File: src/verilog/ppu_settings.svh
`ifndef PPU_SETTINGS_SVH
`define PPU_SETTINGS_SVH

// ============================================================
// Display timing
// ============================================================
`define PPU_CYCLES_PER_LINE 456
`define PPU_LINES_PER_FRAME 154
`define PPU_VISIBLE_LINES   144
`define PPU_MODE2_LEN       80
`define PPU_MODE3_LEN       172

// ============================================================
// CPU address map
// ============================================================
`define PPU_VRAM_START      16'h8000
`define PPU_VRAM_END        16'h9FFF
`define PPU_OAM_START       16'hFE00
`define PPU_OAM_END         16'hFE9F
`define PPU_REGS_START      16'hFF40
`define PPU_REGS_END        16'hFF4B

// Memory depths in bytes
`define PPU_VRAM_WORDS      8192
`define PPU_OAM_WORDS       160

// Register values after reset, display enabled
`define PPU_LCDC_RESET      8'h91
`define PPU_STAT_EN_RESET   4'h0
`define PPU_SCROLL_RESET    8'h00
`define PPU_LYC_RESET       8'h00
`define PPU_BGP_RESET       8'hFC

`endif

File: src/verilog/ppu_pkg.sv
package ppu_pkg;

  // ============================================================
  // Display mode, encoded as the STAT mode bits
  // ============================================================
  typedef enum logic [1:0] {
    HBLANK   = 2'd0,
    VBLANK   = 2'd1,
    OAM_SCAN = 2'd2,
    TRANSFER = 2'd3
  } ppu_mode_t;

  // CPU side bus request, one cycle per access
  typedef struct packed {
    logic        read_en;
    logic        write_en;
    logic [15:0] addr;
    logic [7:0]  wdata;
  } ppu_bus_t;

  // Live display position
  typedef struct packed {
    ppu_mode_t  mode;
    logic [7:0] ly;
  } ppu_timing_t;

  // Writable register contents
  // stat_en[3] LYC match, [2] OAM scan, [1] HBlank, [0] VBlank
  typedef struct packed {
    logic [7:0] lcdc;
    logic [7:0] scy;
    logic [7:0] scx;
    logic [7:0] lyc;
    logic [7:0] bgp;
    logic [3:0] stat_en;
  } ppu_ctrl_t;

  // Interrupt request pulses
  typedef struct packed {
    logic vblank;
    logic stat;
  } ppu_irq_t;

endpackage

File: src/verilog/ppu_bus_decode.sv
`timescale 1ns/1ps

`include "ppu_settings.svh"

module ppu_bus_decode (
  input  ppu_pkg::ppu_bus_t bus,
  input  logic [7:0]        mem_rdata,
  input  logic [7:0]        reg_rdata,
  output logic              vram_we,
  output logic              oam_we,
  output logic              reg_we,
  output logic              mem_sel_oam,
  output logic [12:0]       offset,
  output logic [7:0]        rdata
);

  typedef enum logic [1:0] {
    REGION_NONE,
    REGION_VRAM,
    REGION_OAM,
    REGION_REGS
  } region_t;

  region_t region;

  // Classify the address once, offset is relative to the region base
  always_comb begin
    region = REGION_NONE;
    offset = '0;
    if (bus.addr inside {[`PPU_VRAM_START : `PPU_VRAM_END]}) begin
      region = REGION_VRAM;
      offset = 13'(bus.addr - `PPU_VRAM_START);
    end else if (bus.addr inside {[`PPU_OAM_START : `PPU_OAM_END]}) begin
      region = REGION_OAM;
      offset = 13'(bus.addr - `PPU_OAM_START);
    end else if (bus.addr inside {[`PPU_REGS_START : `PPU_REGS_END]}) begin
      region = REGION_REGS;
      offset = 13'(bus.addr - `PPU_REGS_START);
    end
  end

  // Exactly one write target per access
  assign vram_we     = bus.write_en && (region == REGION_VRAM);
  assign oam_we      = bus.write_en && (region == REGION_OAM);
  assign reg_we      = bus.write_en && (region == REGION_REGS);
  assign mem_sel_oam = (region == REGION_OAM);

  // Open bus reads as all ones
  always_comb begin
    rdata = 8'hFF;
    if (bus.read_en) begin
      unique case (region)
        REGION_VRAM, REGION_OAM: rdata = mem_rdata;
        REGION_REGS:             rdata = reg_rdata;
        default:                 rdata = 8'hFF;
      endcase
    end
  end

endmodule

File: config.mk
export PLATFORM = sky130hd
export DESIGN_NAME = ppu_bus_decode
export DESIGN_NICKNAME = d
export VERILOG_FILES = /design/src/verilog/ppu_pkg.sv /design/src/verilog/ppu_bus_decode.sv
export VERILOG_INCLUDE_DIRS = /design/src /design/src/verilog
export SDC_FILE = /design/constraint.sdc
export NUM_CORES = 1
export LEC_CHECK = 0
export BUFFER_PORTS_ARGS = -buffer_cell sky130_fd_sc_hd__buf_2
export CAP_MARGIN = 30
export CORE_UTILIZATION = 35
export DETAILED_ROUTE_END_ITERATION = 10
export PLACE_DENSITY_LB_ADDON = 0.12
export SLEW_MARGIN = 40
export SYNTH_ARGS = -nofsm -noshare
export SYNTH_HDL_FRONTEND = slang
export SYNTH_SLANG_ARGS = --single-unit
export TNS_END_PERCENT = 30
File: constraint.sdc
create_clock -name vclk -period 4.5
set_input_delay 0.9 -clock vclk [all_inputs]
set_output_delay 0.9 -clock vclk [all_outputs]
set_load 0.02 [all_outputs]
* Word-level counts from Yosys, hierarchy flattened
Index checks and enable logic that the tools add are counted.
** Cells by class
- Muxes and demuxes :: 8
- Magnitude comparators :: 6
- Add/sub/neg operators :: 3
- Eq/ne operators :: 3
- Reduce and logical (&&, ||, !) cells :: 7
** Operators with widths (number)
- >= comparator 16 bit (second input constant) :: 3
- <= comparator 16 bit (second input constant) :: 3
- two-way mux 13 bit :: 3
- subtractor 13 bit (second input constant) :: 2
- one-hot mux 8 bit (2 select lines) :: 1
- subtractor 13 x 1 -> 13 bit (second input constant) :: 1
- two-way mux 8 bit :: 1
- logical AND 1 bit :: 6
- two-way mux 2 bit :: 3
- equality test 2 bit (second input constant) :: 2
- equality test 2 x 1 -> 1 bit (second input constant) :: 1
- OR reduction 2 bit :: 1
** Storage, ports and cells
- Logic and storage cells :: 27
- Register bits :: 0

* Logic depth before layout (Yosys ltp)
- Depth in word-level cells :: 9
- Mapped depth :: 11

* Worst setup path after synthesis
No wires, ideal clock.
- Path type :: in2out
- Start :: in bus[11] (netlist bit)
- End :: out rdata[0]
- Stages on the path :: 8
- Arrival time :: 2965 ps
- Slack :: 635 ps
- Path buffers :: 1
- Required time :: 3600 ps
- Path through :: or4_4 or4_4 a2bb2oi_1 nand2_1 ha_1 clkbuf_1 a22oi_1 nand2_1
** On the way
- Word-level cells in the longest chain between the ends :: 9
** Ends and longest elaborated chain
- start, declared :: RTL line ppu_bus_decode.sv:6 : input ppu_pkg::ppu_bus_t bus,
- >= comparator 16 bit or <= comparator 16 bit (tied branches) :: RTL line ppu_bus_decode.sv:36 : end else if (bus.addr inside {[`PPU_REGS_START : `PPU_REGS_END]}) begin
- logical AND 1 bit :: RTL line ppu_bus_decode.sv:36
- two-way mux 2 bit :: RTL line ppu_bus_decode.sv:36
- two-way mux 2 bit :: RTL line ppu_bus_decode.sv:33 : end else if (bus.addr inside {[`PPU_OAM_START : `PPU_OAM_END]}) begin
- two-way mux 2 bit * :: RTL line ppu_bus_decode.sv:30 : if (bus.addr inside {[`PPU_VRAM_START : `PPU_VRAM_END]}) begin
- equality test 2 bit or equality test 2 x 1 -> 1 bit (tied branches) :: RTL line ppu_bus_decode.sv:52 : unique case (region)
- OR reduction 2 bit :: RTL line ppu_bus_decode.sv:52
- one-hot mux 8 bit (2 select lines) * :: RTL line ppu_bus_decode.sv:52
- two-way mux 8 bit * :: RTL line ppu_bus_decode.sv:51 : if (bus.read_en) begin
- end, declared :: RTL line ppu_bus_decode.sv:14 : output logic [7:0] rdata
Mark *: on every way between the ends. The rest lies on a longest branch, timed or not.

* Final worst setup path
- Start :: in bus[11] (netlist bit)
- End :: out rdata[2]
The elaborated chain is that of the path after synthesis.

==> impl_metrics.py <==
metrics = {
    "outcome": {
        "outcome": "complete, but fails checks",
        "violations": "DRC",
    },
    "critical_path": {
        "critPathKind": "in -> out",
        "cp_top_family": "simple AND/OR/NAND/NOR gates",
        "max_stage_delay_ps": 550,
        "slowest_stage": "or4_4",
        "cp-end-kind": "output port",
        "arrival_ps": 3220,
        "critPathBufInv": 2,
        "critPathLaunchType": "primary input",
        "required_ps": 3600,
        "path_cells": "buf_2 -> or4_4 -> or4_4 -> a2bb2oi_1 -> nand2_1 -> ha_1 -> a22oi_1 -> nand2_1 -> buf_2",
        "path_max_fanout": 8,
    },
    "yosys": {
        "muxShareOfSynthArea": 0.0166,
        "yosys_warnings": 0,
        "synth_fa_ha_area_frac": 0.187,
        "synth_top_family_by_area": "simple AND/OR/NAND/NOR gates",
        "synthXorXnorAreaFrac": 0,
        "synthesis.area_sq_um": 602,
        "syn_inst": 93,
        "syn_avg_cell_area_sq_um": 6.47,
        "ys_types": 32,
        "yosysSeqAreaShare": 0,
        "postSynthNetCount": 144,
        "synth_simple_gate_area_frac": 0.426,
        "synth_compound_area_frac": 0.314,
    },
    "placement": {
        "routabilityCongestion": 0.814,
        "dpl_cell_area_sq_um": 913,
        "port_buffers": 59,
        "dp.cells": 166,
        "post-place-ws_ps": 384,
        "dp_hpwl_mm": 1.58,
    },
    "cells_and_area": {
        "flops_and_latches": 0,
        "final_util": 0.586,
        "layout.cells.non_filler": 166,
        "layout-area-overhead-vs-synth_pct": 51.8,
        "fin_area_sq_um": 913,
        "diodes": 0,
        "ff_latch_area_sq_um": 0,
        "drive_gt1_frac": 0.440,
        "clkbuf_count": 0,
        "nets": 203,
    },
    "global_route": {
        "grt_busiest_layer": "met2",
        "grt-ovfl-total": 0,
        "grt_use_met1": 0.240,
        "grt_pass1_vias": 764,
        "antenna_found_initial": 0,
        "grt_max_degree": 10,
        "grtUsageMet2": 0.367,
        "grt_pass1_wl_mm": 2.95,
        "grt_util_all_layers": 0.190,
        "use_met3": 0.00833,
    },
    "drt": {
        "vias": 874,
        "first_iter_violations": 14,
        "post_drt_wl_per_cell_um": 11.0,
        "route.final.wire_length_mm": 1.83,
        "firstDrtPassIters": 7,
        "vias_per_cell": 5.27,
        "postRouteAntennaNets": 0,
        "drc": 4,
    },
    "worst_hold_path": {
        "hold_path_end": "rdata[1]",
        "hold-path-cell-count": 4,
        "min-delay-start": "mem_rdata[1]",
        "hold_path.class": "in -> out",
    },
    "power_and_ir_drop": {
        "powerDensity_mw_per_mm2": 62.0,
        "power_mw": 0.0567,
        "irDropWorstVdd_mv": 0.0264,
        "cellLeakagePower_nw": 0.503,
    },
    "floorplan": {
        "std_cell_rows": 14,
        "core_sq_mm": 0.00156,
        "num_io_pins": 67,
        "fp.dieH_um": 43.5,
        "dieArea_sq_mm": 0.00189,
        "die_w_um": 43.5,
        "start_util": 0.386,
    },
    "run": {
        "cap_violations": 0,
    },
    "sta": {
        "worstMarginPinSlew_ps": 491,
        "rsz0062_at_grt": "no",
        "whs_ps": 2130,
        "finalWorstSetupSlack_ps": 381,
        "clock.fmax_mhz": 243,
        "setup_violations": 0,
        "fin_crit_sh": 0.915,
        "slew_headroom": 0.664,
        "setup_tns_ps": 0,
        "hold_viol": 0,
        "min_period_ps": 4120,
        "drv_slew": 0,
    },
    "clock_network": {
        "post_cts_buffers": 0,
        "cts_resized": 0,
        "hold_buffers": 0,
    },
}
[layer usage]
layer	routed length (um)	vias up
met5	0	-
met4	0	0
met3	113	0
met2	931	38
met1	788	380
li1	-	456
[cell type report]
type	count	area [sq um]
inverters	6	22.5
fillers	154	646
multi-input cells	84	568
repair buffers	60	303
well taps	16	20.0
[Yosys cell counts, types with 2 or more instances]
| cell | instances | share of area |
|---|---|---|
| ha_1 | 9 | 0.19 |
| nand3_1 | 4 | 0.033 |
| or4_4 | 2 | 0.037 |
| o21ai_1 | 3 | 0.025 |
| o21ai_0 | 6 | 0.050 |
| a211o_1 | 2 | 0.029 |
| a22oi_1 | 8 | 0.10 |
| and2_1 | 9 | 0.094 |
| inv_1 | 5 | 0.031 |
| nor2_1 | 3 | 0.019 |
| and3_1 | 3 | 0.031 |
| clkbuf_1 | 3 | 0.019 |
| nand2_1 | 17 | 0.11 |
[tightest hold or removal path, stage by stage]
cell	delay (ps)
buf_2	70
a22oi_1	50
nand2_1	60
buf_2	150
[cells in the final DEF, fill, tap and decap left out, types with 2 or more instances in the layout]
cell type,instances
inv_1,5
o21ai_0,6
buf_2,59
o21ai_1,3
ha_1,9
nand2_1,17
and2_1,9
nand3_1,4
or4_4,2
nor2_1,3
a211o_1,2
a22oi_1,8
and3_1,3
[cell families (layout without fill, tap and decap cells)]
group           count (synthesis)  after routing
fa+ha+maj                       9              9
simple gates                   47             47
mux                             1              1
compound gates                 27             27
buf+inv                         9             66
[where the power goes]
part	total, mW	internal [mW]	switching, mW
Combinational	0.0567	0.0246	0.0321
Clock	0	0	0
Sequential	0	0	0
Total	0.0567	0.0246	0.0321
[how the worst max path moves through the flow]
stage / startpoint / end / slack (ps) / depth (start not counted)
finish: bus[11] / rdata[2] / 380 / 9
global route: bus[11] / rdata[2] / 260 / 9
CTS: bus[11] / rdata[6] / 380 / 9
detailed placement: bus[11] / rdata[2] / 380 / 9
global placement: bus[11] / rdata[2] / 430 / 9
floorplan: bus[11] / rdata[0] / 640 / 8
Note: power is estimated with default switching activity, not from simulation.
