`config.mk`:
```
export PLATFORM = sky130hd
export DESIGN_NAME = ppu_mode_sequencer
export DESIGN_NICKNAME = d
export VERILOG_FILES = /design/src/verilog/ppu_pkg.sv /design/src/verilog/ppu_mode_sequencer.sv
export VERILOG_INCLUDE_DIRS = /design/src /design/src/verilog
export SDC_FILE = /design/constraint.sdc
export NUM_CORES = 1
export LEC_CHECK = 0
export BUFFER_PORTS_ARGS = -buffer_cell sky130_fd_sc_hd__buf_2
export CORE_ASPECT_RATIO = 0.5
export CORE_MARGIN = 5
export CORE_UTILIZATION = 32
export CTS_CLUSTER_DIAMETER = 60
export CTS_CLUSTER_SIZE = 12
export DETAILED_ROUTE_END_ITERATION = 8
export SLEW_MARGIN = 10
export SYNTH_ARGS = -nofsm -noshare
export SYNTH_HDL_FRONTEND = slang
export SYNTH_SLANG_ARGS = --single-unit
```
`constraint.sdc`:
```
create_clock -name clk -period 2.5 [get_ports clk]
set_clock_uncertainty 0.2 [all_clocks]
set_input_delay 0.125 -clock clk [delete_from_list [all_inputs] [get_ports clk]]
set_output_delay 0.125 -clock clk [all_outputs]
set_load 0.05 [all_outputs]
```
`src/verilog/ppu_settings.svh`:
```
`ifndef PPU_SETTINGS_SVH
`define PPU_SETTINGS_SVH

// ============================================================
// Display timing
// ============================================================
`define PPU_CYCLES_PER_LINE 456
`define PPU_LINES_PER_FRAME 154
`define PPU_VISIBLE_LINES   144
`define PPU_MODE2_LEN       80
`define PPU_MODE3_LEN       172

// ============================================================
// CPU address map
// ============================================================
`define PPU_VRAM_START      16'h8000
`define PPU_VRAM_END        16'h9FFF
`define PPU_OAM_START       16'hFE00
`define PPU_OAM_END         16'hFE9F
`define PPU_REGS_START      16'hFF40
`define PPU_REGS_END        16'hFF4B

// Memory depths in bytes
`define PPU_VRAM_WORDS      8192
`define PPU_OAM_WORDS       160

// Register values after reset, display enabled
`define PPU_LCDC_RESET      8'h91
`define PPU_STAT_EN_RESET   4'h0
`define PPU_SCROLL_RESET    8'h00
`define PPU_LYC_RESET       8'h00
`define PPU_BGP_RESET       8'hFC

`endif

```
`src/verilog/ppu_pkg.sv`:
```
package ppu_pkg;

  // ============================================================
  // Display mode, encoded as the STAT mode bits
  // ============================================================
  typedef enum logic [1:0] {
    HBLANK   = 2'd0,
    VBLANK   = 2'd1,
    OAM_SCAN = 2'd2,
    TRANSFER = 2'd3
  } ppu_mode_t;

  // CPU side bus request, one cycle per access
  typedef struct packed {
    logic        read_en;
    logic        write_en;
    logic [15:0] addr;
    logic [7:0]  wdata;
  } ppu_bus_t;

  // Live display position
  typedef struct packed {
    ppu_mode_t  mode;
    logic [7:0] ly;
  } ppu_timing_t;

  // Writable register contents
  // stat_en[3] LYC match, [2] OAM scan, [1] HBlank, [0] VBlank
  typedef struct packed {
    logic [7:0] lcdc;
    logic [7:0] scy;
    logic [7:0] scx;
    logic [7:0] lyc;
    logic [7:0] bgp;
    logic [3:0] stat_en;
  } ppu_ctrl_t;

  // Interrupt request pulses
  typedef struct packed {
    logic vblank;
    logic stat;
  } ppu_irq_t;

endpackage

```
`src/verilog/ppu_mode_sequencer.sv`:
```
`timescale 1ns/1ps

`include "ppu_settings.svh"

module ppu_mode_sequencer (
  input  logic                 clk,
  input  logic                 reset,
  input  logic                 lcd_on,
  output ppu_pkg::ppu_timing_t timing,
  output logic                 vblank_pulse
);

  logic [8:0]         dot;
  logic [7:0]         ly;
  ppu_pkg::ppu_mode_t mode;
  logic               line_end;
  logic               frame_end;
  logic               last_visible;

  assign line_end     = (dot == 9'(`PPU_CYCLES_PER_LINE - 1));
  assign frame_end    = line_end && (ly == 8'(`PPU_LINES_PER_FRAME - 1));
  assign last_visible = (ly == 8'(`PPU_VISIBLE_LINES - 1));

  // ============================================================
  // Dot and line counters
  // ============================================================
  always_ff @(posedge clk or posedge reset) begin
    if (reset) begin
      dot <= '0;
      ly  <= '0;
    end else if (!lcd_on) begin
      // Parked at the top of the frame while the display is off
      dot <= '0;
      ly  <= '0;
    end else if (line_end) begin
      dot <= '0;
      ly  <= frame_end ? 8'd0 : ly + 8'd1;
    end else begin
      dot <= dot + 9'd1;
    end
  end

  // ============================================================
  // Mode FSM
  // ============================================================
  always_ff @(posedge clk or posedge reset) begin
    if (reset) begin
      mode <= ppu_pkg::OAM_SCAN;
    end else if (!lcd_on) begin
      // Ready to restart with OAM scan
      mode <= ppu_pkg::OAM_SCAN;
    end else begin
      unique case (mode)
        ppu_pkg::OAM_SCAN: begin
          if (dot == 9'(`PPU_MODE2_LEN - 1)) mode <= ppu_pkg::TRANSFER;
        end
        ppu_pkg::TRANSFER: begin
          if (dot == 9'(`PPU_MODE2_LEN + `PPU_MODE3_LEN - 1)) mode <= ppu_pkg::HBLANK;
        end
        ppu_pkg::HBLANK: begin
          if (line_end) mode <= last_visible ? ppu_pkg::VBLANK : ppu_pkg::OAM_SCAN;
        end
        ppu_pkg::VBLANK: begin
          if (frame_end) mode <= ppu_pkg::OAM_SCAN;
        end
      endcase
    end
  end

  // High in the first cycle of line 144
  always_ff @(posedge clk or posedge reset) begin
    if (reset) begin
      vblank_pulse <= 1'b0;
    end else begin
      vblank_pulse <= lcd_on && line_end && last_visible;
    end
  end

  // Display off shows HBlank
  assign timing.mode = lcd_on ? mode : ppu_pkg::HBLANK;
  assign timing.ly   = ly;

endmodule

```
After elaboration in Yosys (flattened, before gate mapping)
Index checks and enable logic that the tools add are counted.
{ "word_totals": {"latch_bits": 0, "wordCells": 37, "memories": 0, "ramBits": 0, "romBits": 0, "output_inout_bits": 11, "reg_bits": 20} }
{ "classes": {"bitwise": 0, "n_eq_ne": 13, "n_mux": 13, "shift": 0, "addsub": 2, "multipliers": 0, "reduce_logical": 5, "n_div": 0, "magnitude_cmp": 0} }
{ "ops": {"columns": ["cell", "count"], "rows": [
  ["2-to-1 mux 8 bit", 3],
  ["2-to-1 mux 9 bit", 2],
  ["== test 8 bit, second input constant", 2],
  ["2-to-1 mux 2 bit", 7],
  ["!= test 3 bit, second input constant", 4],
  ["adder 9 x 1 -> 9 bit, second input constant", 1],
  ["== test 9 x 7 -> 1 bit, second input constant", 1],
  ["== test 9 x 8 -> 1 bit, second input constant", 1],
  ["== test 9 bit, second input constant", 1],
  ["adder 8 x 1 -> 8 bit, second input constant", 1],
  ["case mux 2 bit (4 select lines)", 1],
  ["== test 2 bit, second input constant", 2],
  ["AND reduction 4 bit", 1],
  ["logical AND 1 bit", 3],
  ["== test 2 x 1 -> 1 bit, second input constant", 1],
  ["logical NOT 2 bit", 1],
  ["!= test 2 x 1 -> 1 bit, second input constant", 1]
]} }

Longest topological paths before layout
{ "depth": {"ltp_word": 5, "ltp_mapped": 6} }

Least setup slack after synthesis
OpenSTA, ideal clock, no wires.
{ "synth_path": {"path_kind": "reg-to-reg", "start": "register ly[0]", "end": "register mode[0]", "required_ns": 2.177, "path_stages_with_launch": 6, "t_arrival_ns": 1.715, "synth_period_minus_slack_ns": 2.037, "setup_time_ns": 0.123, "slack_ns": 0.463, "path_cell_list": "dfrtp_1 -> ha_1 -> nand2b_1 -> nor4_1 -> nand3_1 -> o221a_2"} }
{ "synth_via": {"elab_chain_len": 5} }
{ "synth_rtl": {"columns": ["element", "line_no", "rtl"], "rows": [
  ["start: declaration", "ppu_mode_sequencer.sv:14", "logic [7:0] ly;"],
  ["start signal: assignment", "ppu_mode_sequencer.sv:37", "ly <= frame_end ? 8'd0 : ly + 8'd1;"],
  ["== test 8 bit", "ppu_mode_sequencer.sv:22", "assign last_visible = (ly == 8'(`PPU_VISIBLE_LINES - 1));"],
  ["2-to-1 mux 2 bit (2 in a row)", "ppu_mode_sequencer.sv:61", "if (line_end) mode <= last_visible ? ppu_pkg::VBLANK : ppu_pkg::OAM_SCAN;"],
  ["case mux 2 bit (4 select lines)", "ppu_mode_sequencer.sv:53", "unique case (mode)"],
  ["2-to-1 mux 2 bit", "ppu_mode_sequencer.sv:49", "end else if (!lcd_on) begin"],
  ["end signal: assignment", "ppu_mode_sequencer.sv:51", "mode <= ppu_pkg::OAM_SCAN;"],
  ["end signal: assignment", "ppu_mode_sequencer.sv:55", "if (dot == 9'(`PPU_MODE2_LEN - 1)) mode <= ppu_pkg::TRANSFER;"],
  ["end signal: assignment", "ppu_mode_sequencer.sv:61", null],
  ["end: declaration", "ppu_mode_sequencer.sv:15", "ppu_pkg::ppu_mode_t mode;"]
]} }
Parallel ways exist; a longest one is shown, timed or not. The select of a mux whose other input is x is not followed.
A chain may end at the register's enable or synchronous reset.

Final worst setup path
{ "layout_path": {"start": "register dot[0]", "end": "register ly[7]"} }
{ "layout_via": {"elab_chain_len": 5} }
{ "layout_rtl": {"columns": ["element", "line_no", "rtl"], "rows": [
  ["start: declaration", "ppu_mode_sequencer.sv:13", "logic [8:0] dot;"],
  ["start signal: assignment", "ppu_mode_sequencer.sv:39", "dot <= dot + 9'd1;"],
  ["== test 9 bit (*)", "ppu_mode_sequencer.sv:20", "assign line_end = (dot == 9'(`PPU_CYCLES_PER_LINE - 1));"],
  ["logical AND 1 bit", "ppu_mode_sequencer.sv:21", "assign frame_end = line_end && (ly == 8'(`PPU_LINES_PER_FRAME - 1));"],
  ["2-to-1 mux 8 bit", "ppu_mode_sequencer.sv:37", null],
  ["2-to-1 mux 8 bit", "ppu_mode_sequencer.sv:35", "end else if (line_end) begin"],
  ["2-to-1 mux 8 bit", "ppu_mode_sequencer.sv:31", "end else if (!lcd_on) begin"]
]} }
Mark *: on every way between the ends. The rest lies on a longest branch, timed or not. The select of a mux whose other input is x is not followed.

==> qor.csv <==
metric,value,unit
status,completed,
Leak,0.559,nW
cell count after synthesis,113,
core area,3360,sq um
Synthesis Warnings,0,
residual DRC count,0,
worst relative slew slack,0.503,
Initial Util,0.326,
Worst VDD drop,0.181,mV
CP Capture Type,register,
startpoint types,register,
largest cells by area after synthesis,"dfrtp_1, xnor2_1, nor2_1",
GRT Overall Usage,0.108,
cts repair resizes,0,
full die area,4770,sq um
"count leader, synth",dfrtp_1,
CTS Buf Count,3,
period utilization,0.907,
Post-synth EDFFs,0,
Buffers on Ports,13,
DRT Pass-1 Iters,5,
# hold bufs at CTS,2,
M1 WL,1070,microns
largest net degree at the start of global routing,21,
DR top layer,met4,
setup TNS,0,ns
Async SR Flop Fraction,1.00,
Final #Nets,135,
Die W,92.8,microns
"Slew Viols, Final",0,
Final HPWL DP,1580,microns
Finished Layout Cells,170,
post-route minimum period,2.27,ns
Vias/cell,5.14,
synth cell count leaders,"dfrtp_1, nor2_1, nand3_1",
launch point of the critical path,dot[0]$_DFF_PP0_,
clk_lat worst skew,0.26,ns
Reg2Reg Setup Slack,0.23,ns
DRT antenna net count,0,
dpl cells,164,
clock sinks,20,
detailed-route via count,873,
Chip Height,51.4,microns
critical path type,register to register,
cell taking the most area after synthesis,dfrtp_1,
share of layout cells above drive strength 1,0.180,
hold wc startpoint,dot[0]$_DFF_PP0_,
initial antenna violation count,0,
CP arrival,2.25,ns
worst-path maximum fanout,14,
CP Data Required Time,2.48,ns
# H-tree levels,1,
ANT cells,0,
Power Dens Cells,476,nW/um^2
ys flop type,dfrtp_1,
final hold violations,0,
first-pass GRT wire length,4030,microns
Cell Rows,15,
GR Overflow Total,0,
Max Cap Viol,0,
Final Routed Wirelength,2210,microns
Final Wtd Congestion,0.806,
CTS tree,done,
RSZ-0062 raised after global routing,no,
met3 WL,91,microns
# IOs,14,
vias in the first global route,868,
r2r startpoint,dot[0]$_DFF_PP0_,
Worst-path clk slew,0.08,ns
Filler cells,339,
clock tree buffer depth,2,
Syn-to-layout area delta,16.3,%
Post-CTS Setup Bufs,0,
synthesized cell area,1100,sq um
Met2 Routed Length,1040,microns
Syn Nets,119,
fmax,441,MHz
worst hold path type,register to register,
Root Driver,clkbuf_8,
Avg Inst Size Synth,9.70,sq um
Yosys reg bits,20,
Yosys cell types,38,
post-synthesis sequential area ratio,0.458,
share of the synthesized area in the top cell type,0.434,
setup violators final,0,
worst slew pin tran,0.744,ns
drt wl/cell,13.0,microns
1st-iter DRT viols,64,
worst paths after layout:
check	end	cells after the start
worst max-delay path	ly[7]$_DFFE_PP0P_	5
worst min-delay path	dot[0]$_DFF_PP0_	1
worst max register to register	ly[7]$_DFFE_PP0P_	5
worst min register to register	dot[0]$_DFF_PP0_	1
max in group asynchronous	ly[6]$_DFFE_PP0P_	3
min in group asynchronous	dot[0]$_DFF_PP0_	3
registers in the layout, indices dropped and copies added, names as in the netlist:
register and cells:
mode 2, ly 8, vblank_pulse 1, dot 9
through the flow:
stage                      util  hold slack (ns)  area [sq um]  total power [W]  setup slack [ns]
after detailed placement  0.357           0.0973          1200         0.000369             0.251
after global placement    0.357           0.0958          1200         0.000369             0.317
after floorplan               -           -0.112          1100         0.000360             0.463
after global routing      0.380            0.298          1270         0.000640            0.0845
after CTS                 0.380            0.280          1270         0.000615             0.222
final                     0.380            0.270          1270         0.000607             0.232
critical path, stage by stage (launching register included):
cell	delay, ns
dfrtp_1	0.38
ha_1	0.28
nand4b_2	0.17
o31a_1	0.45
or4_1	0.55
a21oi_1	0.15
cell type report:
| type | count | area [sq um] | area share |
|---|---|---|---|
| well taps | 42 | 52.6 | 0.0412 |
| inverters | 4 | 15.0 | 0.0118 |
| repair buffers | 16 | 92.6 | 0.0726 |
| multi-input cells | 84 | 558 | 0.438 |
| clock buffers | 4 | 55.1 | 0.0432 |
| flip-flops and latches | 20 | 502 | 0.394 |
cell families after synthesis:
| family | Yosys count | synth area share |
|---|---|---|
| AND/OR/NAND/NOR | 53 | 0.290 |
| adder cells (fa/ha/maj) | 3 | 0.0343 |
| flip-flops | 20 | 0.458 |
| buffers and inverters | 9 | 0.0331 |
| AO/OA/AOI/OAI | 20 | 0.121 |
| XOR/XNOR | 8 | 0.0639 |
metal layers:
metal | global-route usage | vias up
li1 | - | 439
met1 | 0.131 | 414
met2 | 0.182 | 18
met3 | 0.0353 | 2
met4 | 0.0365 | 0
met5 | 0 | -
cells in the final DEF, fill, tap and decap left out, types with 2 or more instances in the layout:
cell,count
or3_1,2
or4_1,3
and3_1,2
xnor2_1,5
o21ai_0,3
o31ai_1,3
nand2b_1,3
and2_1,3
clkbuf_8,4
nand3_1,7
a21oi_1,6
nand4_1,2
nand4bb_1,2
inv_1,4
nor3_1,2
o21a_1,2
and4_1,2
nand2_1,4
ha_1,3
nor4_1,3
nor2_1,11
xor2_1,3
dfrtp_1,19
dlygate4sd3_1,2
buf_2,13
power by group:
group	leakage, nW	switching (W)	internal (W)
Clock	0.0288	0.000103	0.000140
Sequential	0.274	0.00000418	0.000327
Combinational	0.257	0.0000223	0.0000102
Total	0.559	0.000130	0.000478
Power figures use the tool's default switching activity.
