--- config.mk ---
export PLATFORM = sky130hd
export DESIGN_NAME = ppu_reg_file
export DESIGN_NICKNAME = d
export VERILOG_FILES = /design/src/verilog/ppu_pkg.sv /design/src/verilog/ppu_reg_file.sv
export VERILOG_INCLUDE_DIRS = /design/src /design/src/verilog
export SDC_FILE = /design/constraint.sdc
export NUM_CORES = 1
export LEC_CHECK = 0
export BUFFER_PORTS_ARGS = -buffer_cell sky130_fd_sc_hd__buf_2
export CAP_MARGIN = 10
export CORE_MARGIN = 2
export CORE_UTILIZATION = 52
export CTS_CLUSTER_DIAMETER = 150
export DETAILED_ROUTE_END_ITERATION = 6
export GPL_TIMING_DRIVEN = 0
export PLACE_DENSITY = 0.81
export SYNTH_ARGS = -nofsm -noshare
export SYNTH_HDL_FRONTEND = slang
export SYNTH_SLANG_ARGS = --single-unit
export TNS_END_PERCENT = 30
--- constraint.sdc ---
create_clock -name clk -period 2.63 [get_ports clk]
set_clock_uncertainty 0.05 [all_clocks]
set_input_delay 0.263 -clock clk [delete_from_list [all_inputs] [get_ports clk]]
set_output_delay 0.263 -clock clk [all_outputs]
set_load 0.005 [all_outputs]
--- src/verilog/ppu_settings.svh ---
`ifndef PPU_SETTINGS_SVH
`define PPU_SETTINGS_SVH

// ============================================================
// Display timing
// ============================================================
`define PPU_CYCLES_PER_LINE 456
`define PPU_LINES_PER_FRAME 154
`define PPU_VISIBLE_LINES   144
`define PPU_MODE2_LEN       80
`define PPU_MODE3_LEN       172

// ============================================================
// CPU address map
// ============================================================
`define PPU_VRAM_START      16'h8000
`define PPU_VRAM_END        16'h9FFF
`define PPU_OAM_START       16'hFE00
`define PPU_OAM_END         16'hFE9F
`define PPU_REGS_START      16'hFF40
`define PPU_REGS_END        16'hFF4B

// Memory depths in bytes
`define PPU_VRAM_WORDS      8192
`define PPU_OAM_WORDS       160

// Register values after reset, display enabled
`define PPU_LCDC_RESET      8'h91
`define PPU_STAT_EN_RESET   4'h0
`define PPU_SCROLL_RESET    8'h00
`define PPU_LYC_RESET       8'h00
`define PPU_BGP_RESET       8'hFC

`endif

--- src/verilog/ppu_pkg.sv ---
package ppu_pkg;

  // ============================================================
  // Display mode, encoded as the STAT mode bits
  // ============================================================
  typedef enum logic [1:0] {
    HBLANK   = 2'd0,
    VBLANK   = 2'd1,
    OAM_SCAN = 2'd2,
    TRANSFER = 2'd3
  } ppu_mode_t;

  // CPU side bus request, one cycle per access
  typedef struct packed {
    logic        read_en;
    logic        write_en;
    logic [15:0] addr;
    logic [7:0]  wdata;
  } ppu_bus_t;

  // Live display position
  typedef struct packed {
    ppu_mode_t  mode;
    logic [7:0] ly;
  } ppu_timing_t;

  // Writable register contents
  // stat_en[3] LYC match, [2] OAM scan, [1] HBlank, [0] VBlank
  typedef struct packed {
    logic [7:0] lcdc;
    logic [7:0] scy;
    logic [7:0] scx;
    logic [7:0] lyc;
    logic [7:0] bgp;
    logic [3:0] stat_en;
  } ppu_ctrl_t;

  // Interrupt request pulses
  typedef struct packed {
    logic vblank;
    logic stat;
  } ppu_irq_t;

endpackage

--- src/verilog/ppu_reg_file.sv ---
`timescale 1ns/1ps

`include "ppu_settings.svh"

module ppu_reg_file (
  input  logic                 clk,
  input  logic                 reset,
  input  logic                 reg_we,
  input  logic [12:0]          offset,
  input  logic [7:0]           wdata,
  input  ppu_pkg::ppu_timing_t timing,
  input  logic                 coincidence,
  output ppu_pkg::ppu_ctrl_t   ctrl,
  output logic [7:0]           reg_rdata
);

  // Offsets from FF40
  localparam logic [12:0] OFS_LCDC = 13'h0;
  localparam logic [12:0] OFS_STAT = 13'h1;
  localparam logic [12:0] OFS_SCY  = 13'h2;
  localparam logic [12:0] OFS_SCX  = 13'h3;
  localparam logic [12:0] OFS_LY   = 13'h4;
  localparam logic [12:0] OFS_LYC  = 13'h5;
  localparam logic [12:0] OFS_BGP  = 13'h7;

  // ============================================================
  // Register write
  // ============================================================
  always_ff @(posedge clk or posedge reset) begin
    if (reset) begin
      ctrl.lcdc    <= `PPU_LCDC_RESET;
      ctrl.stat_en <= `PPU_STAT_EN_RESET;
      ctrl.scy     <= `PPU_SCROLL_RESET;
      ctrl.scx     <= `PPU_SCROLL_RESET;
      ctrl.lyc     <= `PPU_LYC_RESET;
      ctrl.bgp     <= `PPU_BGP_RESET;
    end else if (reg_we) begin
      case (offset)
        OFS_LCDC: ctrl.lcdc <= wdata;
        // Mode and match bits are status only
        OFS_STAT: ctrl.stat_en <= wdata[6:3];
        OFS_SCY:  ctrl.scy <= wdata;
        OFS_SCX:  ctrl.scx <= wdata;
        OFS_LYC:  ctrl.lyc <= wdata;
        OFS_BGP:  ctrl.bgp <= wdata;
        // LY is read only, DMA and window are not here
        default:  ;
      endcase
    end
  end

  // ============================================================
  // Register read-back
  // ============================================================
  always_comb begin
    case (offset)
      OFS_LCDC: reg_rdata = ctrl.lcdc;
      OFS_STAT: reg_rdata = {1'b0, ctrl.stat_en, coincidence, timing.mode};
      OFS_SCY:  reg_rdata = ctrl.scy;
      OFS_SCX:  reg_rdata = ctrl.scx;
      OFS_LY:   reg_rdata = timing.ly;
      OFS_LYC:  reg_rdata = ctrl.lyc;
      OFS_BGP:  reg_rdata = ctrl.bgp;
      default:  reg_rdata = 8'hFF;
    endcase
  end

endmodule

==> Word level (Yosys, flattened, before mapping) <==
Index checks and enable logic that the tools add are counted.
{ "word_totals": {"register_bits": 44, "latch_bits": 0, "mem_bits_rw": 0, "rom_bits": 0, "input_bits": 35, "word_cells": 20, "mem_count": 0} }
{ "op_classes": {"n_addsub": 0, "n_mul": 0, "div": 0, "n_lt_le_gt_ge": 0, "n_eq_ne": 6, "n_shift": 0, "mux": 1, "bitwise": 0, "reduce_logical": 7} }
{ "ops": {"columns": ["cell", "n"], "rows": [
  ["$pmux W8 S7", 1],
  ["$eq A13 B3 Y1 const B", 3],
  ["$eq A13 B2 Y1 const B", 2],
  ["$eq A13 B1 Y1 const B", 1],
  ["$logic_not A13 Y1", 1],
  ["$reduce_and A2 Y1", 6]
]} }

==> Longest topological paths before layout <==
Gate-level depths: netlist of the first run.
{ "logic_depth": {"word_depth": 2, "ltp_mapped": 6, "depth_no_buf": 4} }

==> Least setup slack after synthesis of the first run <==
OpenSTA, ideal clock, no wires.
{ "synth_timing": {"path_type": "input port to output port", "from": "input offset[2]", "to": "output reg_rdata[5]", "arrival_ns": 1.555, "required_ns": 2.317, "path_slack_ns": 0.762, "cell_stages": 5, "n_path_buf": 2, "path_cell_list": "clkbuf_1 -> buf_1 -> mux2i_1 -> o21ai_0 -> a2111o_1"} }
{ "synth_via": {"elab_chain_len": 2, "elab_cells_between_ends": 8} }
{ "synth_lines": {"columns": ["element", "line", "text"], "rows": [
  ["start: declaration", "ppu_reg_file.sv:9", "input logic [12:0] offset,"],
  ["$eq A13 B3 Y1 (tied with other cells)", "ppu_reg_file.sv:56", "case (offset)"],
  ["$pmux W8 S7 (*)", "ppu_reg_file.sv:56", null],
  ["end: declaration", "ppu_reg_file.sv:14", "output logic [7:0] reg_rdata"]
]} }
Mark *: on every way between the ends. The rest lies on a longest branch, timed or not.

==> Worst setup path in the final report of the first run <==
Same ends and word-level chain as after synthesis.

==> flow_summary.ini, run 1 <==
[status]
status = complete, no violations

[synth]
synth_edf_count = 0
ys.flop_type = dfrtp_1
netlist_area_um2 = 2290
yosysSeqAreaShare = 0.485
syn_nets = 213
synth_cell_types = 32
syn_inst = 178
ys_warn_count = 0
yosys-top-cells-count = mux2_2 (54), dfrtp_1 (35), dfstp_2 (9), nand2_1 (8), o22ai_1 (6)
yosysTopAreaCell = dfrtp_1
synth_top_area_frac = 0.382
ys_ff_latch = 44
postSynthAreaPerCell_um2 = 12.9
yosys-top-cells-area = dfrtp_1 (38%), mux2_2 (27%), dfstp_2 (10%)
async_flop_share = 1.00
yosysMostFrequentCell = mux2_2

[placed_design]
place_congestion = 0.822
dpl.cell_count = 315
portBuffers = 85
hpwl_um = 3980
place_ws_ns = 0.231

[cells_and_area]
top_regs = ctrl x44
layout.cells.non_filler = 323
largest_register = ctrl
multi_input_area_um2 = 1120
ff_latch_area_um2 = 1110
syn2layout_area_growth_pct = 26.0
final_core_util = 0.673
drive_gt1_frac = 0.613
antenna_cells = 0
fillers = 352
nets = 305
largest_register_ffs = 44

[critical_path]
path_max_fanout = 10
crit_buf_inv = 4
r2r_cells = 1
cp.required_ns = 2.32
cp.arrival_ns = 2.11
path_common_cell = buf_2
cp_slowest_cell = buf_1
critPathMaxStageDelay_ns = 0.50
timing.rr.end = ctrl[15]
worst-setup-path-type = input port to output port
crit_family = buffers and inverters
worst-r2r-setup-slack_ns = 1.79
reg2reg_from = ctrl[15]
cp-start-kind = input port
worst_setup_path_end_kind = output port
worstPathCellList = buf_2 > clkbuf_1 > buf_1 > mux2i_1 > o21ai_0 > a2111o_1 > buf_2

[floorplanning]
io_pins = 87
die_area_um2 = 4960
start_util = 0.534
fp-row-count = 24
die_w_um = 70.4
fp.dieH_um = 70.4
core-area_um2 = 4290

[grt]
overflow = 0
grt_util_all_layers = 0.234
antenna_found_initial = 0
grt_pass1_wl_um = 8840
grt_pass1_vias = 1774
grt_max_degree = 45

[sta]
worst_pin_slew_ns = 0.903
holdWs_ns = 0.111
timing_hold_violations_final = 0
fin_crit_sh = 0.922
drv_slew = 0
slew_headroom = 0.397
totalNegativeSetupSlack_ns = 0
rsz0062_at_grt = false
fmax_mhz = 412
final.min_clock_period_ns = 2.42
timing.final.ws_setup_ns = 0.206
finalSetupViolCount = 0

[clock_network]
cts_resized = 0
cts_root_buf = clkbuf_8
numCtsBuffers = 5
htree_num_levels = 2
clock_sinks = 44
postCtsSetupBuffers = 0
clock_latency_ns = 0.30
hold_buffers = 0
clkSlewWorstSetupHoldPaths_ns = 0.09
tritoncts = yes
clk_path_buf_depth = 2

[routing]
dr.pass1.iters = 4
totalWireLength_um = 5650
drtAntennaViolNets = 0
drtIter0Drc = 136
drc = 0
avgRoutedWirePerCell_um = 17.5
vias = 1867
vias_per_cell = 5.78

[power_and_ir_drop]
p_per_area_nw_per_um2 = 448
p_leak_nw = 1.52
peakVddDrop_v = 0.000246

[flow_run]
cap_violations = 0

[min_path]
hold_class = input port to async pin
[through the flow]
| step | total power, W | cell area [um^2] |
|---|---|---|
| floorplan | 0.000750 | 2290 |
| global placement | 0.000799 | 2780 |
| detailed placement | 0.000801 | 2780 |
| CTS | 0.00130 | 2890 |
| global route | 0.00135 | 2890 |
| finish | 0.00129 | 2890 |
[per-layer routing]
layer,part of all wire,vias up,GRT usage,wire length (um)
li1,-,859,-,-
met1,0.43,896,0.309,2450
met2,0.47,101,0.360,2650
met3,0.079,11,0.0620,445
met4,0.018,0,0.107,100
met5,0,-,0,0
[final cells by class]
cell class	count	area share
buffer	10	0.0191
clock buffer	7	0.0264
clock inverter	1	0.0104
inverter	1	0.00130
multi-input combinational	123	0.388
sequential	44	0.385
tap	52	0.0225
timing repair buffer	85	0.147
[how the worst max path moves through the flow]
stage / startpoint / to / cells after the start
after global routing: offset[2] / reg_rdata[5] / 7
final: offset[2] / reg_rdata[5] / 7
after floorplan: offset[2] / reg_rdata[5] / 5
after global placement: offset[2] / reg_rdata[5] / 7
after detailed placement: offset[2] / reg_rdata[5] / 7
after CTS: offset[2] / reg_rdata[5] / 7
[placed cells by master (no fill, tap or decap), types with 4 or more instances in the layout]
cell type / synthesis / layout
a22o_1: 4 / 4
a31oi_1: 4 / 4
buf_2: 1 / 86
clkbuf_1: 3 / 5
clkbuf_8: 0 / 5
dfrtp_1: 35 / 35
dfstp_2: 9 / 9
mux2_2: 54 / 54
mux2i_1: 4 / 4
nand2_1: 8 / 8
nand2b_1: 4 / 4
nor2_1: 4 / 4
nor2b_1: 4 / 4
o211ai_1: 4 / 4
o21ai_0: 5 / 5
o22ai_1: 6 / 6
[kinds of logic (layout without fill, tap and decap cells)]
logic type	count (synthesis)	after routing	synth area share
buffers and inverters	11	104	0.0256
and+or+nand+nor	35	35	0.106
muxes	60	60	0.296
AOI/OAI and AO/OA	28	28	0.0868
DFF	44	44	0.485
[power by group]
| part | switching (W) | leakage [nW] | internal (W) |
|---|---|---|---|
| clock | 0.000222 | 0.0524 | 0.000284 |
| combinational | 0.0000671 | 0.883 | 0.0000414 |
| sequential | 0.00000119 | 0.582 | 0.000679 |
| total | 0.000290 | 1.52 | 0.00100 |
Power figures use the tool's default switching activity.
==> run 2: changes to the inputs <==
--- a/config.mk
+++ b/config.mk
@@ -8,8 +8,10 @@
 export LEC_CHECK = 0
 export BUFFER_PORTS_ARGS = -buffer_cell sky130_fd_sc_hd__buf_2
 export CAP_MARGIN = 10
+export CELL_PAD_IN_SITES_DETAIL_PLACEMENT = 0
+export CELL_PAD_IN_SITES_GLOBAL_PLACEMENT = 2
 export CORE_MARGIN = 2
-export CORE_UTILIZATION = 52
+export CORE_UTILIZATION = 33
 export CTS_CLUSTER_DIAMETER = 150
 export DETAILED_ROUTE_END_ITERATION = 6
 export GPL_TIMING_DRIVEN = 0
==> run 2 against run 1 <==
Die area rose by 54%. Critical endpoint is now reg_rdata[6]. First-iteration DRC count shrank 35%. Sequential cell count unchanged. Non-clock buffer count grew 2. Fmax fell by 1.1%. Via count fell by 1.7%. Highest routed layer unchanged. Final area is 2.3% higher. Routed wire length increased by 11%. Worst hold slack improved by 0.098 ns. Largest cell class unchanged. Register-to-register slack hardly changed. Global-route usage fell by 6.0 points. Sequential power is essentially flat.
==> flow_summary.ini, run 2 (same netlist as run 1, synthesis figures left out) <==
[status]
status = complete, no violations

[cells_and_area]
fillers = 658
syn2layout_area_growth_pct = 29.0
layout_common_cells = buf_2 (86), mux2_2 (54), dfrtp_1 (35)
ff_latch_area_um2 = 1110
largest_register = ctrl
largest_register_ffs = 44
multi_input_area_um2 = 1120
nets = 307
drive_gt1_frac = 0.619
antenna_cells = 0
top_regs = ctrl x44
mostFrequentLayoutCell = buf_2

[clock_network]
clock_sinks = 44
cts_root_buf = clkbuf_8
numCtsBuffers = 5
tritoncts = yes
clkSlewWorstSetupHoldPaths_ns = 0.08
clk_path_buf_depth = 2
htree_num_levels = 2
postCtsSetupBuffers = 0
clock_latency_ns = 0.29

[critical_path]
cp.arrival_ns = 2.14
cp_slowest_cell = buf_1
critPathMaxStageDelay_ns = 0.50
path_max_fanout = 10
cp-start-kind = input port
path_common_cell = buf_2
worstPathCellList = buf_2 > buf_1 > buf_2 > nand2b_1 > o22ai_1 > or3_1 > buf_2
worst-setup-path-type = input port to output port
worst_setup_path_end_kind = output port
cp.required_ns = 2.32

[floorplanning]
fp-row-count = 30
io_pins = 87
fp.dieH_um = 87.3
start_util = 0.339
core-area_um2 = 6760
die_w_um = 87.3
die_area_um2 = 7630

[sta]
drv_slew = 0
slew_headroom = 0.482
worst_pin_slew_ns = 0.771
finalSetupViolCount = 0
timing_hold_violations_final = 0
totalNegativeSetupSlack_ns = 0
final.min_clock_period_ns = 2.45
rsz0062_at_grt = false
fmax_mhz = 408
fin_crit_sh = 0.932

[grt]
grt_max_degree = 35
grt_pass1_wl_um = 9950
grt_pass1_vias = 1849
overflow = 0
antenna_found_initial = 0
grt_util_all_layers = 0.174

[routing]
totalWireLength_um = 6260
vias_per_cell = 5.20
dr.pass1.iters = 5
drc = 0
drtIter0Drc = 88
drtAntennaViolNets = 0
avgRoutedWirePerCell_um = 17.7
vias = 1836

[power_and_ir_drop]
peakVddDrop_v = 0.000232
total_power_w = 0.00131
p_leak_nw = 1.54
p_per_area_nw_per_um2 = 442

[placed_design]
portBuffers = 85
hpwl_um = 4550
place_congestion = 0.769

[min_path]
hold_class = input port to flip-flop

[flow_run]
cap_violations = 0
run 2: changes by cell type in the layout (fill, tap and decap cells not counted), sizes merged:
cell | previous run | this run
buf | 91 | 92
clkbuf | 11 | 10
clkinv | 0 | 1
dlygate4sd3 | 0 | 1
run 2: power breakdown:
part | internal [W] | switching (W) | total [W]
sequential | 0.000678 | 0.00000115 | 0.000680
clock | 0.000282 | 0.000230 | 0.000512
combinational | 0.0000456 | 0.0000693 | 0.000115
run 2: what timing repair did:
action | 4_1_cts | 5_1_grt
hold buffers | 1 | 0
setup endpoints to repair | 0 | 2
gates resized for setup | 0 | 2
endpoints found under the hold margin | 6 | 0
run 2: final timing paths:
kind / endpoint / slack, ns / from / cells after the start
worst max register to register: ctrl[1] / 1.79 / ctrl[1] / 1
worst min-delay path: ctrl[27] / 0.21 / wdata[7] / 2
worst max-delay path: reg_rdata[6] / 0.18 / offset[2] / 7
max in group asynchronous: ctrl[10] / 1.61 / reset / 4
min in group asynchronous: ctrl[23] / 0.39 / reset / 3
worst min register to register: ctrl[20] / 0.48 / ctrl[20] / 1
run 2: per-layer routing:
layer	share of wire	GRT usage
met1	0.48	0.250
met2	0.46	0.269
met3	0.043	0.0360
met4	0.013	0.0420
met5	0	0
run 2: metrics by stage:
step | hold WS, ns | cell area [um^2] | instances | utilization | worst slack, ns
after floorplan | 0.362 | 2290 | 178 | - | 0.762
after global placement | 0.457 | 2820 | 343 | 0.417 | 0.0727
after detailed placement | 0.158 | 2840 | 344 | 0.420 | 0.0536
after CTS | 0.208 | 2960 | 353 | 0.437 | 0.0554
after global routing | 0.204 | 2960 | 353 | 0.438 | 0.00758
final | 0.208 | 2960 | 353 | 0.438 | 0.179
run 2: critical path, delay by kind of cell:
| family | cells | cell delay, ns |
|---|---|---|
| AOI/OAI and AO/OA | 1 | 0.11 |
| buffers and inverters | 4 | 1.11 |
| and+or+nand+nor | 2 | 0.65 |
run 2: area by class of cell:
class                   count  share of cell area
plain buffers              10              0.0190
clock buffers               6              0.0245
clock inverters             2              0.0118
inverters                   1             0.00127
multi-input cells         123               0.379
flip-flops and latches     44               0.376
well taps                  80              0.0339
repair buffers             87               0.154
